File: config.mk
export PLATFORM = sky130hd
export DESIGN_NAME = fp_addsub_top
export DESIGN_NICKNAME = d
export VERILOG_FILES = /design/src/fas_pkg.sv /design/src/fas_stage_if.sv /design/src/fas_add_round.sv /design/src/fas_align.sv /design/src/fas_normalize.sv /design/src/fas_operand_order.sv /design/src/fas_shift32.sv /design/src/fp_addsub_top.sv
export VERILOG_INCLUDE_DIRS = /design/src
export SDC_FILE = /design/constraint.sdc
export NUM_CORES = 1
export LEC_CHECK = 0
export ABC_AREA = 1
export ABC_CLOCK_PERIOD_IN_PS = 12800
export BUFFER_PORTS_ARGS = -buffer_cell sky130_fd_sc_hd__buf_2
export CAP_MARGIN = 30
export CORE_MARGIN = 3
export CORE_UTILIZATION = 45
export DETAILED_ROUTE_END_ITERATION = 12
export PLACE_DENSITY = 0.58
export SLEW_MARGIN = 5
export SYNTH_ARGS = -nofsm -noshare
export SYNTH_HDL_FRONTEND = slang
export SYNTH_SLANG_ARGS = --single-unit
File: constraint.sdc
create_clock -name clk -period 12.8 [get_ports clk]
set_input_delay 0.64 -clock clk [delete_from_list [all_inputs] [get_ports clk]]
set_output_delay 0.64 -clock clk [all_outputs]
set_load 0.01 [all_outputs]
File: src/fas_settings.svh
`ifndef FAS_SETTINGS_SVH
`define FAS_SETTINGS_SVH

//////////////////////////////////////////////////
// Operand and datapath widths
//////////////////////////////////////////////////

// IEEE single precision word
`define FAS_FLT_W        32
// Stored mantissa bits, hidden one lands just above
`define FAS_MAN_W        23
// Internal exponent, one bit wider than IEEE
`define FAS_EXP_W        9
// Internal significand register
`define FAS_SIG_W        32
// Shift amount covers 0 to 32
`define FAS_SHIFT_W      6

//////////////////////////////////////////////////
// Pipeline constants
//////////////////////////////////////////////////

// Guard bits in front of the larger operand
`define FAS_GUARD_SHIFT  7
// Round on this bit, add one step at the same weight
`define FAS_ROUND_BIT    6
// Anything below this is treated as zero
`define FAS_FLUSH_LIMIT  15
// Leading-one search stops here
`define FAS_NORM_MIN_BIT 8

`endif

File: src/fas_pkg.sv
`include "fas_settings.svh"

package fas_pkg;

	//////////////////////////////////////////////////
	// Operand formats
	//////////////////////////////////////////////////

	// Unpacked float, 42 bits
	// Hidden one at bit FAS_MAN_W of the significand
	typedef struct packed {
		logic                  sign;
		logic [`FAS_EXP_W-1:0] exponent;
		logic [`FAS_SIG_W-1:0] significand;
	} fas_operand_t;

	// Stage 1 result, operands sorted by magnitude
	typedef struct packed {
		fas_operand_t larger;
		fas_operand_t smaller;
	} fas_pair_t;

	//////////////////////////////////////////////////
	// Stage payloads
	//////////////////////////////////////////////////

	// Both significands on a common exponent
	// Base exponent already accounts for the guard bits
	typedef struct packed {
		logic                  lg_sign;
		logic [`FAS_SIG_W-1:0] lg_sig;
		logic                  sm_sign;
		logic [`FAS_SIG_W-1:0] sm_sig;
		logic [`FAS_EXP_W-1:0] base_exp;
	} fas_aligned_t;

	// Rounded, not yet normalized
	typedef struct packed {
		fas_operand_t rnd;
	} fas_sum_t;

endpackage

File: src/fas_stage_if.sv
// One pipeline hop between two stages
// Valid-only, every item is taken on the cycle it shows up
interface fas_stage_if #(
	parameter type payload_t = logic
);

	// Marks one item for one cycle
	logic     valid;
	// Stage specific data, held between items
	payload_t payload;

	// Upstream stage
	modport source (
		output valid,
		output payload
	);

	// Downstream stage
	modport sink (
		input valid,
		input payload
	);

endinterface

File: src/fas_add_round.sv
`include "fas_settings.svh"

// Stages 3 and 4, signed add then round
module fas_add_round (
	input  logic        clk,
	input  logic        rst,
	fas_stage_if.sink   aln,
	fas_stage_if.source sum
);

	localparam logic [`FAS_SIG_W-1:0] ROUND_INC = `FAS_SIG_W'(1) << `FAS_ROUND_BIT;

	logic                  valid_s3;
	logic                  sign_s3;
	logic [`FAS_SIG_W-1:0] sig_s3;
	logic [`FAS_EXP_W-1:0] exp_s3;
	logic [`FAS_SIG_W-1:0] sig_sum;
	logic [`FAS_SIG_W-1:0] sig_rnd;

	//////////////////////////////////////////////////
	// Stage 3, significand add
	//////////////////////////////////////////////////

	always_comb begin
		if (aln.payload.sm_sig == '0) begin
			// Nothing left of the smaller operand
			sig_sum = aln.payload.lg_sig;
		end else if (aln.payload.lg_sign == aln.payload.sm_sign) begin
			sig_sum = aln.payload.lg_sig + aln.payload.sm_sig;
		end else begin
			// Larger minus smaller, cannot go negative
			sig_sum = aln.payload.lg_sig - aln.payload.sm_sig;
		end
	end

	always_ff @(posedge clk) begin
		if (rst) begin
			valid_s3 <= 1'b0;
			sign_s3  <= 1'b0;
			sig_s3   <= '0;
			exp_s3   <= '0;
		end else begin
			valid_s3 <= aln.valid;
			if (aln.valid) begin
				// Result takes the larger operand's sign
				sign_s3 <= aln.payload.lg_sign;
				sig_s3  <= sig_sum;
				exp_s3  <= aln.payload.base_exp;
			end
		end
	end

	//////////////////////////////////////////////////
	// Stage 4, round half up on the guard bits
	//////////////////////////////////////////////////

	assign sig_rnd = sig_s3[`FAS_ROUND_BIT] ? sig_s3 + ROUND_INC : sig_s3;

	always_ff @(posedge clk) begin
		if (rst) begin
			sum.valid   <= 1'b0;
			sum.payload <= '0;
		end else begin
			sum.valid <= valid_s3;
			if (valid_s3) begin
				sum.payload.rnd.sign        <= sign_s3;
				sum.payload.rnd.exponent    <= exp_s3;
				sum.payload.rnd.significand <= sig_rnd;
			end
		end
	end

endmodule

File: src/fas_align.sv
`include "fas_settings.svh"

// Stage 2, put both significands on the larger exponent
module fas_align (
	input  logic        clk,
	input  logic        rst,
	fas_stage_if.sink   ord,
	fas_stage_if.source aln
);

	localparam logic [`FAS_EXP_W-1:0] GUARD = `FAS_GUARD_SHIFT;
	// Largest difference that still leaves a bit of the smaller operand
	localparam logic [`FAS_EXP_W-1:0] REACH = `FAS_GUARD_SHIFT + `FAS_SIG_W - 1;
	localparam logic [`FAS_SHIFT_W-1:0] SH_FULL = `FAS_SIG_W;

	fas_pkg::fas_operand_t   larger;
	fas_pkg::fas_operand_t   smaller;
	logic [`FAS_EXP_W-1:0]   exp_diff;
	logic [`FAS_SIG_W-1:0]   lg_sig;
	logic                    sm_left;
	logic [`FAS_SHIFT_W-1:0] sm_shift_n;
	logic [`FAS_SIG_W-1:0]   sm_sig;

	assign larger  = ord.payload.larger;
	assign smaller = ord.payload.smaller;

	// Never negative, stage 1 sorted by magnitude
	assign exp_diff = larger.exponent - smaller.exponent;

	// Guard bits below the larger operand, plain wiring
	assign lg_sig = larger.significand << `FAS_GUARD_SHIFT;

	//////////////////////////////////////////////////
	// Smaller operand shift
	//////////////////////////////////////////////////

	always_comb begin
		if (exp_diff < GUARD) begin
			// Close exponents, still some guard room left
			sm_left    = 1'b1;
			sm_shift_n = `FAS_SHIFT_W'(GUARD - exp_diff);
		end else if (exp_diff <= REACH) begin
			sm_left    = 1'b0;
			sm_shift_n = `FAS_SHIFT_W'(exp_diff - GUARD);
		end else begin
			// Falls off the end entirely
			sm_left    = 1'b0;
			sm_shift_n = SH_FULL;
		end
	end

	fas_shift32 u_sm_shift (
		.shift_n    (sm_shift_n),
		.shift_left (sm_left),
		.v          (smaller.significand),
		.q          (sm_sig)
	);

	always_ff @(posedge clk) begin
		if (rst) begin
			aln.valid   <= 1'b0;
			aln.payload <= '0;
		end else begin
			aln.valid <= ord.valid;
			if (ord.valid) begin
				aln.payload.lg_sign  <= larger.sign;
				aln.payload.lg_sig   <= lg_sig;
				aln.payload.sm_sign  <= smaller.sign;
				aln.payload.sm_sig   <= sm_sig;
				// Guard bits move the binary point down
				aln.payload.base_exp <= larger.exponent - GUARD;
			end
		end
	end

	// Relies on the magnitude sort in stage 1
	a_exp_order: assert property (@(posedge clk) disable iff (rst)
		ord.valid |-> larger.exponent >= smaller.exponent)
		else $error("fas_align: larger exponent below smaller one");

endmodule

File: src/fas_normalize.sv
`include "fas_settings.svh"

// Stage 5, bring the leading one back to the hidden bit
module fas_normalize (
	input  logic                  clk,
	input  logic                  rst,
	fas_stage_if.sink             sum,
	output logic                  out_valid,
	output logic                  res_sign,
	output logic [`FAS_EXP_W-1:0] res_exponent,
	output logic [`FAS_SIG_W-1:0] res_significand
);

	localparam int P_W = $clog2(`FAS_SIG_W);
	localparam logic [P_W-1:0] TARGET = `FAS_MAN_W;
	localparam logic [`FAS_SHIFT_W-1:0] SH_TINY = `FAS_SIG_W / 2;

	fas_pkg::fas_operand_t   in_op;
	fas_pkg::fas_operand_t   res;
	logic                    found;
	logic [P_W-1:0]          lead_pos;
	logic                    norm_left;
	logic [`FAS_SHIFT_W-1:0] norm_n;
	logic [`FAS_EXP_W-1:0]   exp_new;
	logic [`FAS_SIG_W-1:0]   sig_norm;
	logic                    flush;

	assign in_op = sum.payload.rnd;

	//////////////////////////////////////////////////
	// Leading one
	//////////////////////////////////////////////////

	// Upward scan, last hit is the highest bit
	always_comb begin
		found    = 1'b0;
		lead_pos = '0;
		for (int i = `FAS_NORM_MIN_BIT; i < `FAS_SIG_W; i++) begin
			if (in_op.significand[i]) begin
				found    = 1'b1;
				lead_pos = P_W'(i);
			end
		end
	end

	// Shift direction and exponent fix-up
	always_comb begin
		if (!found) begin
			// Only low bits left, fixed shift and zero exponent
			norm_left = 1'b1;
			norm_n    = SH_TINY;
			exp_new   = '0;
		end else if (lead_pos >= TARGET) begin
			norm_left = 1'b0;
			norm_n    = `FAS_SHIFT_W'(lead_pos - TARGET);
			exp_new   = in_op.exponent + `FAS_EXP_W'(lead_pos - TARGET);
		end else begin
			// Cancellation, pull the significand up
			norm_left = 1'b1;
			norm_n    = `FAS_SHIFT_W'(TARGET - lead_pos);
			exp_new   = in_op.exponent - `FAS_EXP_W'(TARGET - lead_pos);
		end
	end

	fas_shift32 u_norm_shift (
		.shift_n    (norm_n),
		.shift_left (norm_left),
		.v          (in_op.significand),
		.q          (sig_norm)
	);

	// Near-total cancellation counts as zero
	assign flush = in_op.significand < `FAS_SIG_W'(`FAS_FLUSH_LIMIT);

	//////////////////////////////////////////////////
	// Result register
	//////////////////////////////////////////////////

	always_ff @(posedge clk) begin
		if (rst) begin
			out_valid <= 1'b0;
			res       <= '0;
		end else begin
			out_valid <= sum.valid;
			if (sum.valid) begin
				if (flush) begin
					res <= '0;
				end else begin
					res.sign        <= in_op.sign;
					res.exponent    <= exp_new;
					res.significand <= sig_norm;
				end
			end
		end
	end

	assign res_sign        = res.sign;
	assign res_exponent    = res.exponent;
	assign res_significand = res.significand;

	// Guard bits and rounding upstream leave no small odd remainders,
	// so even the fixed 16-bit shift path lands on the hidden bit
	a_hidden_bit: assert property (@(posedge clk) disable iff (rst)
		out_valid && res_significand != '0 |-> res_significand[`FAS_MAN_W])
		else $error("fas_normalize: result not normalized, %h", res_significand);

endmodule

File: src/fas_operand_order.sv
`include "fas_settings.svh"

// Stage 1, sort by magnitude and unpack
module fas_operand_order (
	input  logic                  clk,
	input  logic                  rst,
	input  logic                  do_fadd,
	input  logic                  do_fsub,
	input  logic [`FAS_FLT_W-1:0] a,
	input  logic [`FAS_FLT_W-1:0] b,
	fas_stage_if.source           ord
);

	localparam int MAG_W = `FAS_FLT_W - 1;

	logic                  start;
	logic                  a_first;
	logic                  b_sign;
	fas_pkg::fas_operand_t a_op;
	fas_pkg::fas_operand_t b_op;

	// Zero magnitude gives an all-zero operand, sign included
	function automatic fas_pkg::fas_operand_t unpack_op(
		input logic             sign,
		input logic [MAG_W-1:0] mag
	);
		fas_pkg::fas_operand_t op;
		op = '0;
		if (mag != '0) begin
			op.sign        = sign;
			op.exponent    = `FAS_EXP_W'(mag[MAG_W-1:`FAS_MAN_W]);
			op.significand = `FAS_SIG_W'({1'b1, mag[`FAS_MAN_W-1:0]});
		end
		return op;
	endfunction

	//////////////////////////////////////////////////
	// Compare and unpack
	//////////////////////////////////////////////////

	assign start = do_fadd | do_fsub;

	// Tie keeps a in front
	assign a_first = a[MAG_W-1:0] >= b[MAG_W-1:0];

	// Subtract is an add with b negated, wherever b ends up
	assign b_sign = b[MAG_W] ^ do_fsub;

	assign a_op = unpack_op(a[MAG_W], a[MAG_W-1:0]);
	assign b_op = unpack_op(b_sign, b[MAG_W-1:0]);

	always_ff @(posedge clk) begin
		if (rst) begin
			ord.valid   <= 1'b0;
			ord.payload <= '0;
		end else begin
			ord.valid <= start;
			// Hold the pair between strobes
			if (start) begin
				ord.payload.larger  <= a_first ? a_op : b_op;
				ord.payload.smaller <= a_first ? b_op : a_op;
			end
		end
	end

	// Only one operation per cycle
	a_one_op: assert property (@(posedge clk) disable iff (rst) !(do_fadd && do_fsub))
		else $error("fas_operand_order: do_fadd and do_fsub both high");

endmodule

File: src/fas_shift32.sv
`include "fas_settings.svh"

// Barrel shift built on two 16x16 multipliers
// Left or right by 0 to 32, combinational
module fas_shift32 (
	input  logic [`FAS_SHIFT_W-1:0] shift_n,
	input  logic                    shift_left,
	input  logic [`FAS_SIG_W-1:0]   v,
	output logic [`FAS_SIG_W-1:0]   q
);

	localparam int HALF  = `FAS_SIG_W / 2;
	localparam int DEC_W = $clog2(HALF);
	localparam logic [`FAS_SHIFT_W-1:0] SH_FULL = `FAS_SIG_W;

	logic [DEC_W-1:0]      dec_n;
	logic [HALF-1:0]       mul_b;
	logic [`FAS_SIG_W-1:0] hi;
	logic [`FAS_SIG_W-1:0] lo;
	logic [`FAS_SIG_W-1:0] shl_in;
	logic [`FAS_SIG_W-1:0] shr_in;
	logic [`FAS_SIG_W-1:0] shl_x;
	logic [`FAS_SIG_W-1:0] shr_x;

	//////////////////////////////////////////////////
	// Multiplier operand
	//////////////////////////////////////////////////

	// Right shift by n is a left shift by 16-n, read from the upper half
	assign dec_n = shift_left ? shift_n[DEC_W-1:0] : -shift_n[DEC_W-1:0];

	// One-hot power of two
	always_comb begin
		mul_b        = '0;
		mul_b[dec_n] = 1'b1;
	end

	// Full 32-bit products of each half
	assign hi = {{HALF{1'b0}}, v[`FAS_SIG_W-1:HALF]} * {{HALF{1'b0}}, mul_b};
	assign lo = {{HALF{1'b0}}, v[HALF-1:0]} * {{HALF{1'b0}}, mul_b};

	//////////////////////////////////////////////////
	// Half recombination
	//////////////////////////////////////////////////

	// n below 16, both halves contribute
	assign shl_in = {hi[HALF-1:0], {HALF{1'b0}}} | lo;
	assign shr_in = hi | {{HALF{1'b0}}, lo[`FAS_SIG_W-1:HALF]}; 

	// n of 16 and up, only one half survives
	assign shl_x = {lo[HALF-1:0], {HALF{1'b0}}};
	assign shr_x = {{HALF{1'b0}}, hi[`FAS_SIG_W-1:HALF]};

	always_comb begin
		if (shift_n == SH_FULL) begin
			q = '0;
		end else if (shift_n == '0) begin
			q = v;
		end else if (!shift_n[DEC_W]) begin
			q = shift_left ? shl_in : shr_in;
		end else if (shift_left) begin
			q = shl_x;
		end else if (shift_n[DEC_W-1:0] == '0) begin
			// Right by 16, multiplier runs at unity so hi is already the answer
			q = hi;
		end else begin
			q = shr_x;
		end
	end

	// Callers must keep the amount in range
	always_comb begin
		a_shift_range: assert final (shift_n <= SH_FULL)
			else $error("fas_shift32: shift amount %0d out of range", shift_n);
	end

endmodule

File: src/fp_addsub_top.sv
`include "fas_settings.svh"

// Five-stage float add/sub, result left unpacked
module fp_addsub_top (
	input  logic                  clk,
	input  logic                  rst,
	input  logic                  do_fadd,
	input  logic                  do_fsub,
	input  logic [`FAS_FLT_W-1:0] a,
	input  logic [`FAS_FLT_W-1:0] b,
	output logic                  out_valid,
	output logic                  res_sign,
	output logic [`FAS_EXP_W-1:0] res_exponent,
	output logic [`FAS_SIG_W-1:0] res_significand
);

	//////////////////////////////////////////////////
	// Stage links
	//////////////////////////////////////////////////

	fas_stage_if #(.payload_t(fas_pkg::fas_pair_t))    ord_if ();
	fas_stage_if #(.payload_t(fas_pkg::fas_aligned_t)) aln_if ();
	fas_stage_if #(.payload_t(fas_pkg::fas_sum_t))     sum_if ();

	// Stage 1
	fas_operand_order u_order (
		.clk     (clk),
		.rst     (rst),
		.do_fadd (do_fadd),
		.do_fsub (do_fsub),
		.a       (a),
		.b       (b),
		.ord     (ord_if)
	);

	// Stage 2
	fas_align u_align (
		.clk (clk),
		.rst (rst),
		.ord (ord_if),
		.aln (aln_if)
	);

	// Stages 3 and 4
	fas_add_round u_add_round (
		.clk (clk),
		.rst (rst),
		.aln (aln_if),
		.sum (sum_if)
	);

	// Stage 5
	fas_normalize u_normalize (
		.clk             (clk),
		.rst             (rst),
		.sum             (sum_if),
		.out_valid       (out_valid),
		.res_sign        (res_sign),
		.res_exponent    (res_exponent),
		.res_significand (res_significand)
	);

endmodule

==> out/qor.yml, run 1 <==
place_hpwl_mm: 129.0
synthCells: 6098
finalSetupViolCount: 0
dp_slack_ns: 1.754
drc: 0
nets: 7407
cts_setup_buffers: 0
synthMostInstantiatedCell: "inv_1"
critical-path-top-cell-by-count: "nand2_1"
worstReg2RegEnd: "u_normalize.res_significand[30]"
drt_iter0_markers: 3326
relSlewSlack: 0.1663
grt_max_degree: 95
cp-start-kind: "flip-flop"
outcome: "completed"
cp-end-kind: "flip-flop"
die_area_sq_um: 106800
vias_per_cell: 5.402
syn_to_final_growth_pct: 7.124
clock_latency_ns: 0.63
gp_congestion: 0.9958
seq_area_sq_um: 5265
grt_use_met3: 0.03386
cts_num_sinks: 263
die_height_microns: 326.8
synth-main-ff-cell: "dfxtp_1"
critPathArrivalTime_ns: 11.66
slew_viol_final: 0
gr-total-overflow: 0
top_usage_layer: "met2"
synth_area_leaders: "fa_1 (29%), ha_1 (14%), dfxtp_1 (11%)"
ys_top_cells_by_count: "inv_1 (1222), nand2_1 (1048), fa_1 (666)"
cts-hold-fix-buffers: 0
period_share: 0.8760
fin_worst_skew_ns: 0.02970
cp-startpoint: "u_add_round.sum.payload[16]"
grt_use_met1: 0.3979
ys_ff_latch: 263
fin_cells: 7536
worst_slew_pin_slew_ns: 1.237
stdcell_area_sq_um: 49600
fin_crit_ns: 11.21
synth_edf_count: 0
ant_nets: 0
cts_buffers: 30
post_cts_resized: 0
yosysUniqueCellTypes: 64
antenna_found_initial: 3
place_inst: 7480
power.total_mw: 5.389
synth_top_area_cell: "fa_1"
num_vias: 40713
port_buffers: 110
r2r_cells: 60
asyncSetResetFlopFracSynth: 0
final_layout_size_suffix_gt1_frac: 0.06404
finish.utilization: 0.4868
fp.dieW_microns: 326.8
cts_tree: "built"
max_freq_mhz: 89.19
grt_pass1_vias: 41508
fillers: 10485
grt_usage: 0.2993
cp_slowest_stage_delay_ns: 0.55
initial_utilization: 0.4544
p_per_area_nw_per_um2: 108.7
coreArea_sq_um: 101900
gr-usage-met2: 0.4971
netlist.area_leader.share: 0.2880
crit_required_ns: 13.25
yosys_warnings: 0
tns_ns: 0
num_io_pins: 111
timing_worst_setup_path_type: "flip-flop to flip-flop"
rrSetupSlack_ns: 1.59
place_area_sq_um: 48470
dr.pass1.iters: 6
rsz0062_at_grt: "false"
clkTransAtPathRegs_ns: 0.08
syn_area_sq_um: 46300
synth_area_per_cell_sq_um: 7.592
ys_seq_area_frac: 0.1137
crit_slowest_cell: "fa_1"
wl_per_cell_microns: 21.07
min_path_type: "primary input to flip-flop"
leakagePower_nw: 24.99
setup_ws_ns: 1.588
r2r-start: "u_add_round.sum.payload[16]"
finalWirelength_mm: 158.8
diodes: 0
whs_ns: 0.3622
peakVddDrop_mv: 0.1405
multi_input_area_sq_um: 35340
hold_violations: 0
rows: 117
critPathMaxFanout: 31
grt_pass1_wl_mm: 246.3
root_buffer: "clkbuf_16"
crit_end: "u_normalize.res_significand[30]"
cts_max_path_buffers: 3
cts_max_level: 1
maxCapViolations: 0
state kept, by name, indices dropped and copies added (netlist names):
signal / count
u_normalize.res_significand: 32
u_add_round.sum.valid: 1
u_add_round.sig_s3: 32
u_order.ord.payload: 66
u_add_round.valid_s3: 1
u_order.ord.valid: 1
u_align.aln.valid: 1
u_align.aln.payload: 67
u_add_round.sign_s3: 1
u_add_round.exp_s3: 9
u_normalize.res_sign: 1
u_add_round.sum.payload: 41
u_normalize.res_exponent: 9
u_normalize.out_valid: 1
kinds of logic after synthesis:
group / share of synthesized area
XOR/XNOR: 0.02611
adder cells (fa/ha/maj): 0.4309
other: 0.0001622
multiplexers: 0.0006486
buffers and inverters: 0.1277
flip-flops: 0.1137
AND/OR/NAND/NOR: 0.1756
AO/OA/AOI/OAI: 0.1250
report_power, final:
group / leakage (nW) / switching [mW] / internal [mW]
combinational: 22.3 / 2.41 / 1.03
clock: 0.544 / 0.412 / 0.589
sequential: 2.15 / 0.0728 / 0.879
critical path, delay by kind of cell (launching register included):
kind / cells / cell delay, ns
AO/OA/AOI/OAI: 10 / 2.00
buffers and inverters: 9 / 1.79
flip-flops: 1 / 0.41
AND/OR/NAND/NOR: 32 / 3.01
XOR/XNOR: 1 / 0.23
adder cells (fa/ha/maj): 8 / 3.57
cell usage in the layout (no fill, tap or decap), types with 7 or more instances in the layout:
cell type and instances:
inv_2 38, a21oi_1 437, o21bai_1 10, or2_2 18, buf_2 110, clkinv_1 12
o2111ai_1 20, clkbuf_16 30, a21boi_1 7, o221ai_1 12, xnor2_1 46, nor2_2 18
a31oi_1 13, o211ai_1 110, buf_4 106, o22ai_1 8, o21ai_1 16, inv_1 1221
nor2_4 16, nand4_1 51, xor2_1 91, conb_1 54, ha_1 529, nor2_1 551
or2_1 7, nand3_1 149, nand2_1 1047, bufinv_16 7, nor3_1 39, fa_1 666
o21ai_0 317, a21boi_0 14, nor4_1 29, dfxtp_1 263
worst min-delay path by stage:
stage | slack (ns) | endpoint | start | cells past startpoint
after floorplan | 0.42 | u_add_round.exp_s3[0] | u_align.aln.payload[0] | 2
after detailed placement | 0.44 | u_add_round.sum.payload[35] | u_add_round.exp_s3[3] | 2
after global routing | 0.36 | u_order.ord.payload[53] | b[11] | 3
after CTS | 0.34 | u_order.ord.payload[53] | b[11] | 3
after global placement | 0.44 | u_add_round.sum.payload[2] | u_add_round.sig_s3[2] | 2
final | 0.36 | u_order.ord.payload[53] | b[11] | 3
final cells by class:
type / instances / area share
multi-input cells: 4359 / 0.7125
flip-flops and latches: 263 / 0.1062
inverters: 1273 / 0.09645
well taps: 1368 / 0.03451
repair buffers: 217 / 0.02770
clock buffers: 34 / 0.01584
clock inverters: 22 / 0.006837
metal layers:
layer,vias up,routed length (microns)
li1,19094,-
met1,19923,67070
met2,1393,73390
met3,303,10310
met4,0,8008
met5,-,0
(Power assumes the default switching activity.)
==> run 2, diff against run 1 <==
--- a/config.mk
+++ b/config.mk
@@ -6,13 +6,13 @@
 export SDC_FILE = /design/constraint.sdc
 export NUM_CORES = 1
 export LEC_CHECK = 0
-export ABC_AREA = 1
 export ABC_CLOCK_PERIOD_IN_PS = 12800
 export BUFFER_PORTS_ARGS = -buffer_cell sky130_fd_sc_hd__buf_2
 export CAP_MARGIN = 30
 export CORE_MARGIN = 3
 export CORE_UTILIZATION = 45
 export DETAILED_ROUTE_END_ITERATION = 12
+export GPL_ROUTABILITY_DRIVEN = 0
 export PLACE_DENSITY = 0.58
 export SLEW_MARGIN = 5
 export SYNTH_ARGS = -nofsm -noshare
==> out/qor.yml, run 2 <==
leakagePower_nw: 24.94
synth_area_leaders: "fa_1 (28%), ha_1 (14%), dfxtp_1 (11%)"
antenna_found_initial: 6
grt_max_degree: 91
period_share: 0.8915
cp_slowest_stage_delay_ns: 0.78
synthCells: 5817
critPathMaxFanout: 22
finalWirelength_mm: 148.3
crit_required_ns: 13.25
finalSetupViolCount: 0
switchingPower_mw: 2.524
initial_utilization: 0.4555
synth_top_area_cell: "fa_1"
syn_to_final_growth_pct: 6.707
synth_area_per_cell_sq_um: 8.290
cts_max_level: 1
grt_pass1_wl_mm: 237.2
yosysUniqueCellTypes: 103
power.switching_fraction: 0.5002
clock_latency_ns: 0.61
fillers: 10455
r2r-start: "u_add_round.sum.payload[18]"
cts_setup_buffers: 0
die_area_sq_um: 111100
p_per_area_nw_per_um2: 98.08
synthMostInstantiatedCell: "inv_1"
gr-total-overflow: 0
critPathArrivalTime_ns: 11.86
pwr-share-clk: 0.201
fin_cells: 7215
synth-main-ff-cell: "dfxtp_1"
place_area_sq_um: 50200
fp.dieW_microns: 333.4
drt_iter0_markers: 3036
synthSimpleGateAreaFrac: 0.1863
place_inst: 7150
synth_edf_count: 0
ant_nets: 0
wl_per_cell_microns: 20.55
top_regs: "u_align.aln.payload x67, u_order.ord.payload x66, u_add_round.sum.payload x41"
hold_violations: 0
crit_slowest_cell: "nor2_4"
holdPathStages: 3
relSlewSlack: 0.3183
yosys_warnings: 0
rsz0062_at_grt: "false"
cts_tree: "built"
crit_end: "u_normalize.res_significand[14]"
ys_seq_area_frac: 0.1092
critical-path-top-cell-by-count: "inv_1"
mostFrequentLayoutCell: "inv_1"
root_buffer: "clkbuf_16"
grt_pass1_vias: 41028
clkTransAtPathRegs_ns: 0.06
port_buffers: 110
tns_ns: 0
slew_viol_final: 0
fin_worst_skew_ns: 0.01615
worstReg2RegEnd: "u_normalize.res_significand[14]"
synthMuxAreaShare: 0.01884
asyncSetResetFlopFracSynth: 0
post_cts_resized: 0
netlist.area_leader.share: 0.2765
num_vias: 40790
synth-xor-area-share: 0.03046
rrSetupSlack_ns: 1.39
rows: 119
die_height_microns: 333.4
dr.pass1.iters: 6
cts_buffers: 31
grt_usage: 0.2677
largest_register_ffs: 67
outcome: "completed"
max_freq_mhz: 87.64
stdcell_area_sq_um: 51460
cts_num_sinks: 263
synth_top_family_by_area: "adder cells"
nets: 7060
ys_ff_latch: 263
worst_slew_pin_slew_ns: 1.021
cts-hold-fix-buffers: 0
synthAdderAreaFrac: 0.4137
ys_top_cells_by_count: "inv_1 (899), nand2_1 (707), fa_1 (666)"
num_io_pins: 111
coreArea_sq_um: 105900
peakVddDrop_mv: 0.1352
most-common-layout-cells: "inv_1 (899), nand2_1 (707), fa_1 (666)"
syn_area_sq_um: 48220
cp-end-kind: "flip-flop"
r2r_cells: 35
final_layout_size_suffix_gt1_frac: 0.06510
cp-startpoint: "u_add_round.sum.payload[18]"
timing_worst_setup_path_type: "flip-flop to flip-flop"
vias_per_cell: 5.653
place_hpwl_mm: 117.0
fin_crit_ns: 11.41
drc: 0
hp-start: "a[17]"
cts_max_path_buffers: 3
min_path_type: "primary input to flip-flop"
largest_register: "u_align.aln.payload"
combPwrFrac: 0.615
internal_power_mw: 2.523
maxCapViolations: 0
seq_power_share: 0.184
cp-start-kind: "flip-flop"
synth-compound-area-share: 0.1417
run 2: cell types whose count changed in the layout (fill, tap and decap cells not counted), moves of 83 or more:
| cell | change |
|---|---|
| nand2_1 | -340 |
| a211oi_1 | +93 |
| o211ai_1 | -83 |
| nor3_1 | +103 |
| a21oi_1 | -220 |
| o21ai_0 | -147 |
| nor2_1 | -202 |
| and2_1 | +321 |
| inv_1 | -322 |
run 2: cell type report:
cell class	instances	area, sq um	share of cell area
flip-flops and latches	263	5269	0.1024
inverters	901	3382	0.06572
clock inverters	21	334.1	0.006492
clock buffers	37	828.3	0.01610
multi-input cells	4376	38420	0.7466
repair buffers	224	1479	0.02874
diodes	2	5.005	0.00009726
well taps	1391	1740	0.03382
run 2: cells by family (layout without fill, tap and decap cells):
kind of cell,Yosys count,in the layout
DFF,263,263
buffers and inverters,1230,1183
and+or+nand+nor,1871,1871
AOI/OAI and AO/OA,1001,1001
xor gates and xnor gates,166,166
adders and majority gates,1195,1195
other,2,56
muxes,89,89
run 2: critical path, delay by kind of cell, from the launching register on:
family	cells	cell delay (ns)
fa+ha+maj	8	3.51
simple gates	8	3.28
compound gates	9	2.69
flops	1	0.64
buf+inv	7	0.52
mux	1	0.34
xor+xnor	2	0.25
run 2: worst min path at each step:
stage / endpoint / slack, ns
5_1_grt: u_order.ord.payload[59] / 0.33
3_5_place_dp: u_normalize.res_exponent[2] / 0.46
4_1_cts: u_order.ord.payload[17] / 0.31
6_report: u_order.ord.payload[17] / 0.34
3_3_place_gp: u_normalize.res_exponent[7] / 0.45
2_1_floorplan: u_align.aln.payload[3] / 0.43
run 2: layer usage:
layer	global-route usage	share of wire	routed length, microns	vias to the layer above
met5	0	0.00036	54	-
li1	-	-	-	18989
met2	0.4383	0.46	67720	1410
met4	0.08145	0.036	5331	8
met1	0.3670	0.44	65600	20099
met3	0.03876	0.064	9560	284
run 2: stage by stage:
step / utilization / setup slack [ns] / hold slack [ns] / total power, mW
after floorplan: - / 3.091 / 0.4316 / 3.060
after global placement: 0.4739 / 1.903 / 0.4530 / 3.966
after detailed placement: 0.4742 / 1.588 / 0.4556 / 3.986
after CTS: 0.4852 / 1.531 / 0.3123 / 5.015
after global routing: 0.4860 / 0.7088 / 0.3346 / 5.401
final: 0.4861 / 1.389 / 0.3358 / 5.047
run 2: power groups by stage:
stage	Clock [mW]	Sequential, mW	Combinational [mW]
floorplan	0	0.916	2.14
global placement	0	0.946	3.02
detailed placement	0	0.947	3.04
CTS	1.03	0.929	3.06
global route	1.06	0.934	3.41
finish	1.01	0.929	3.10
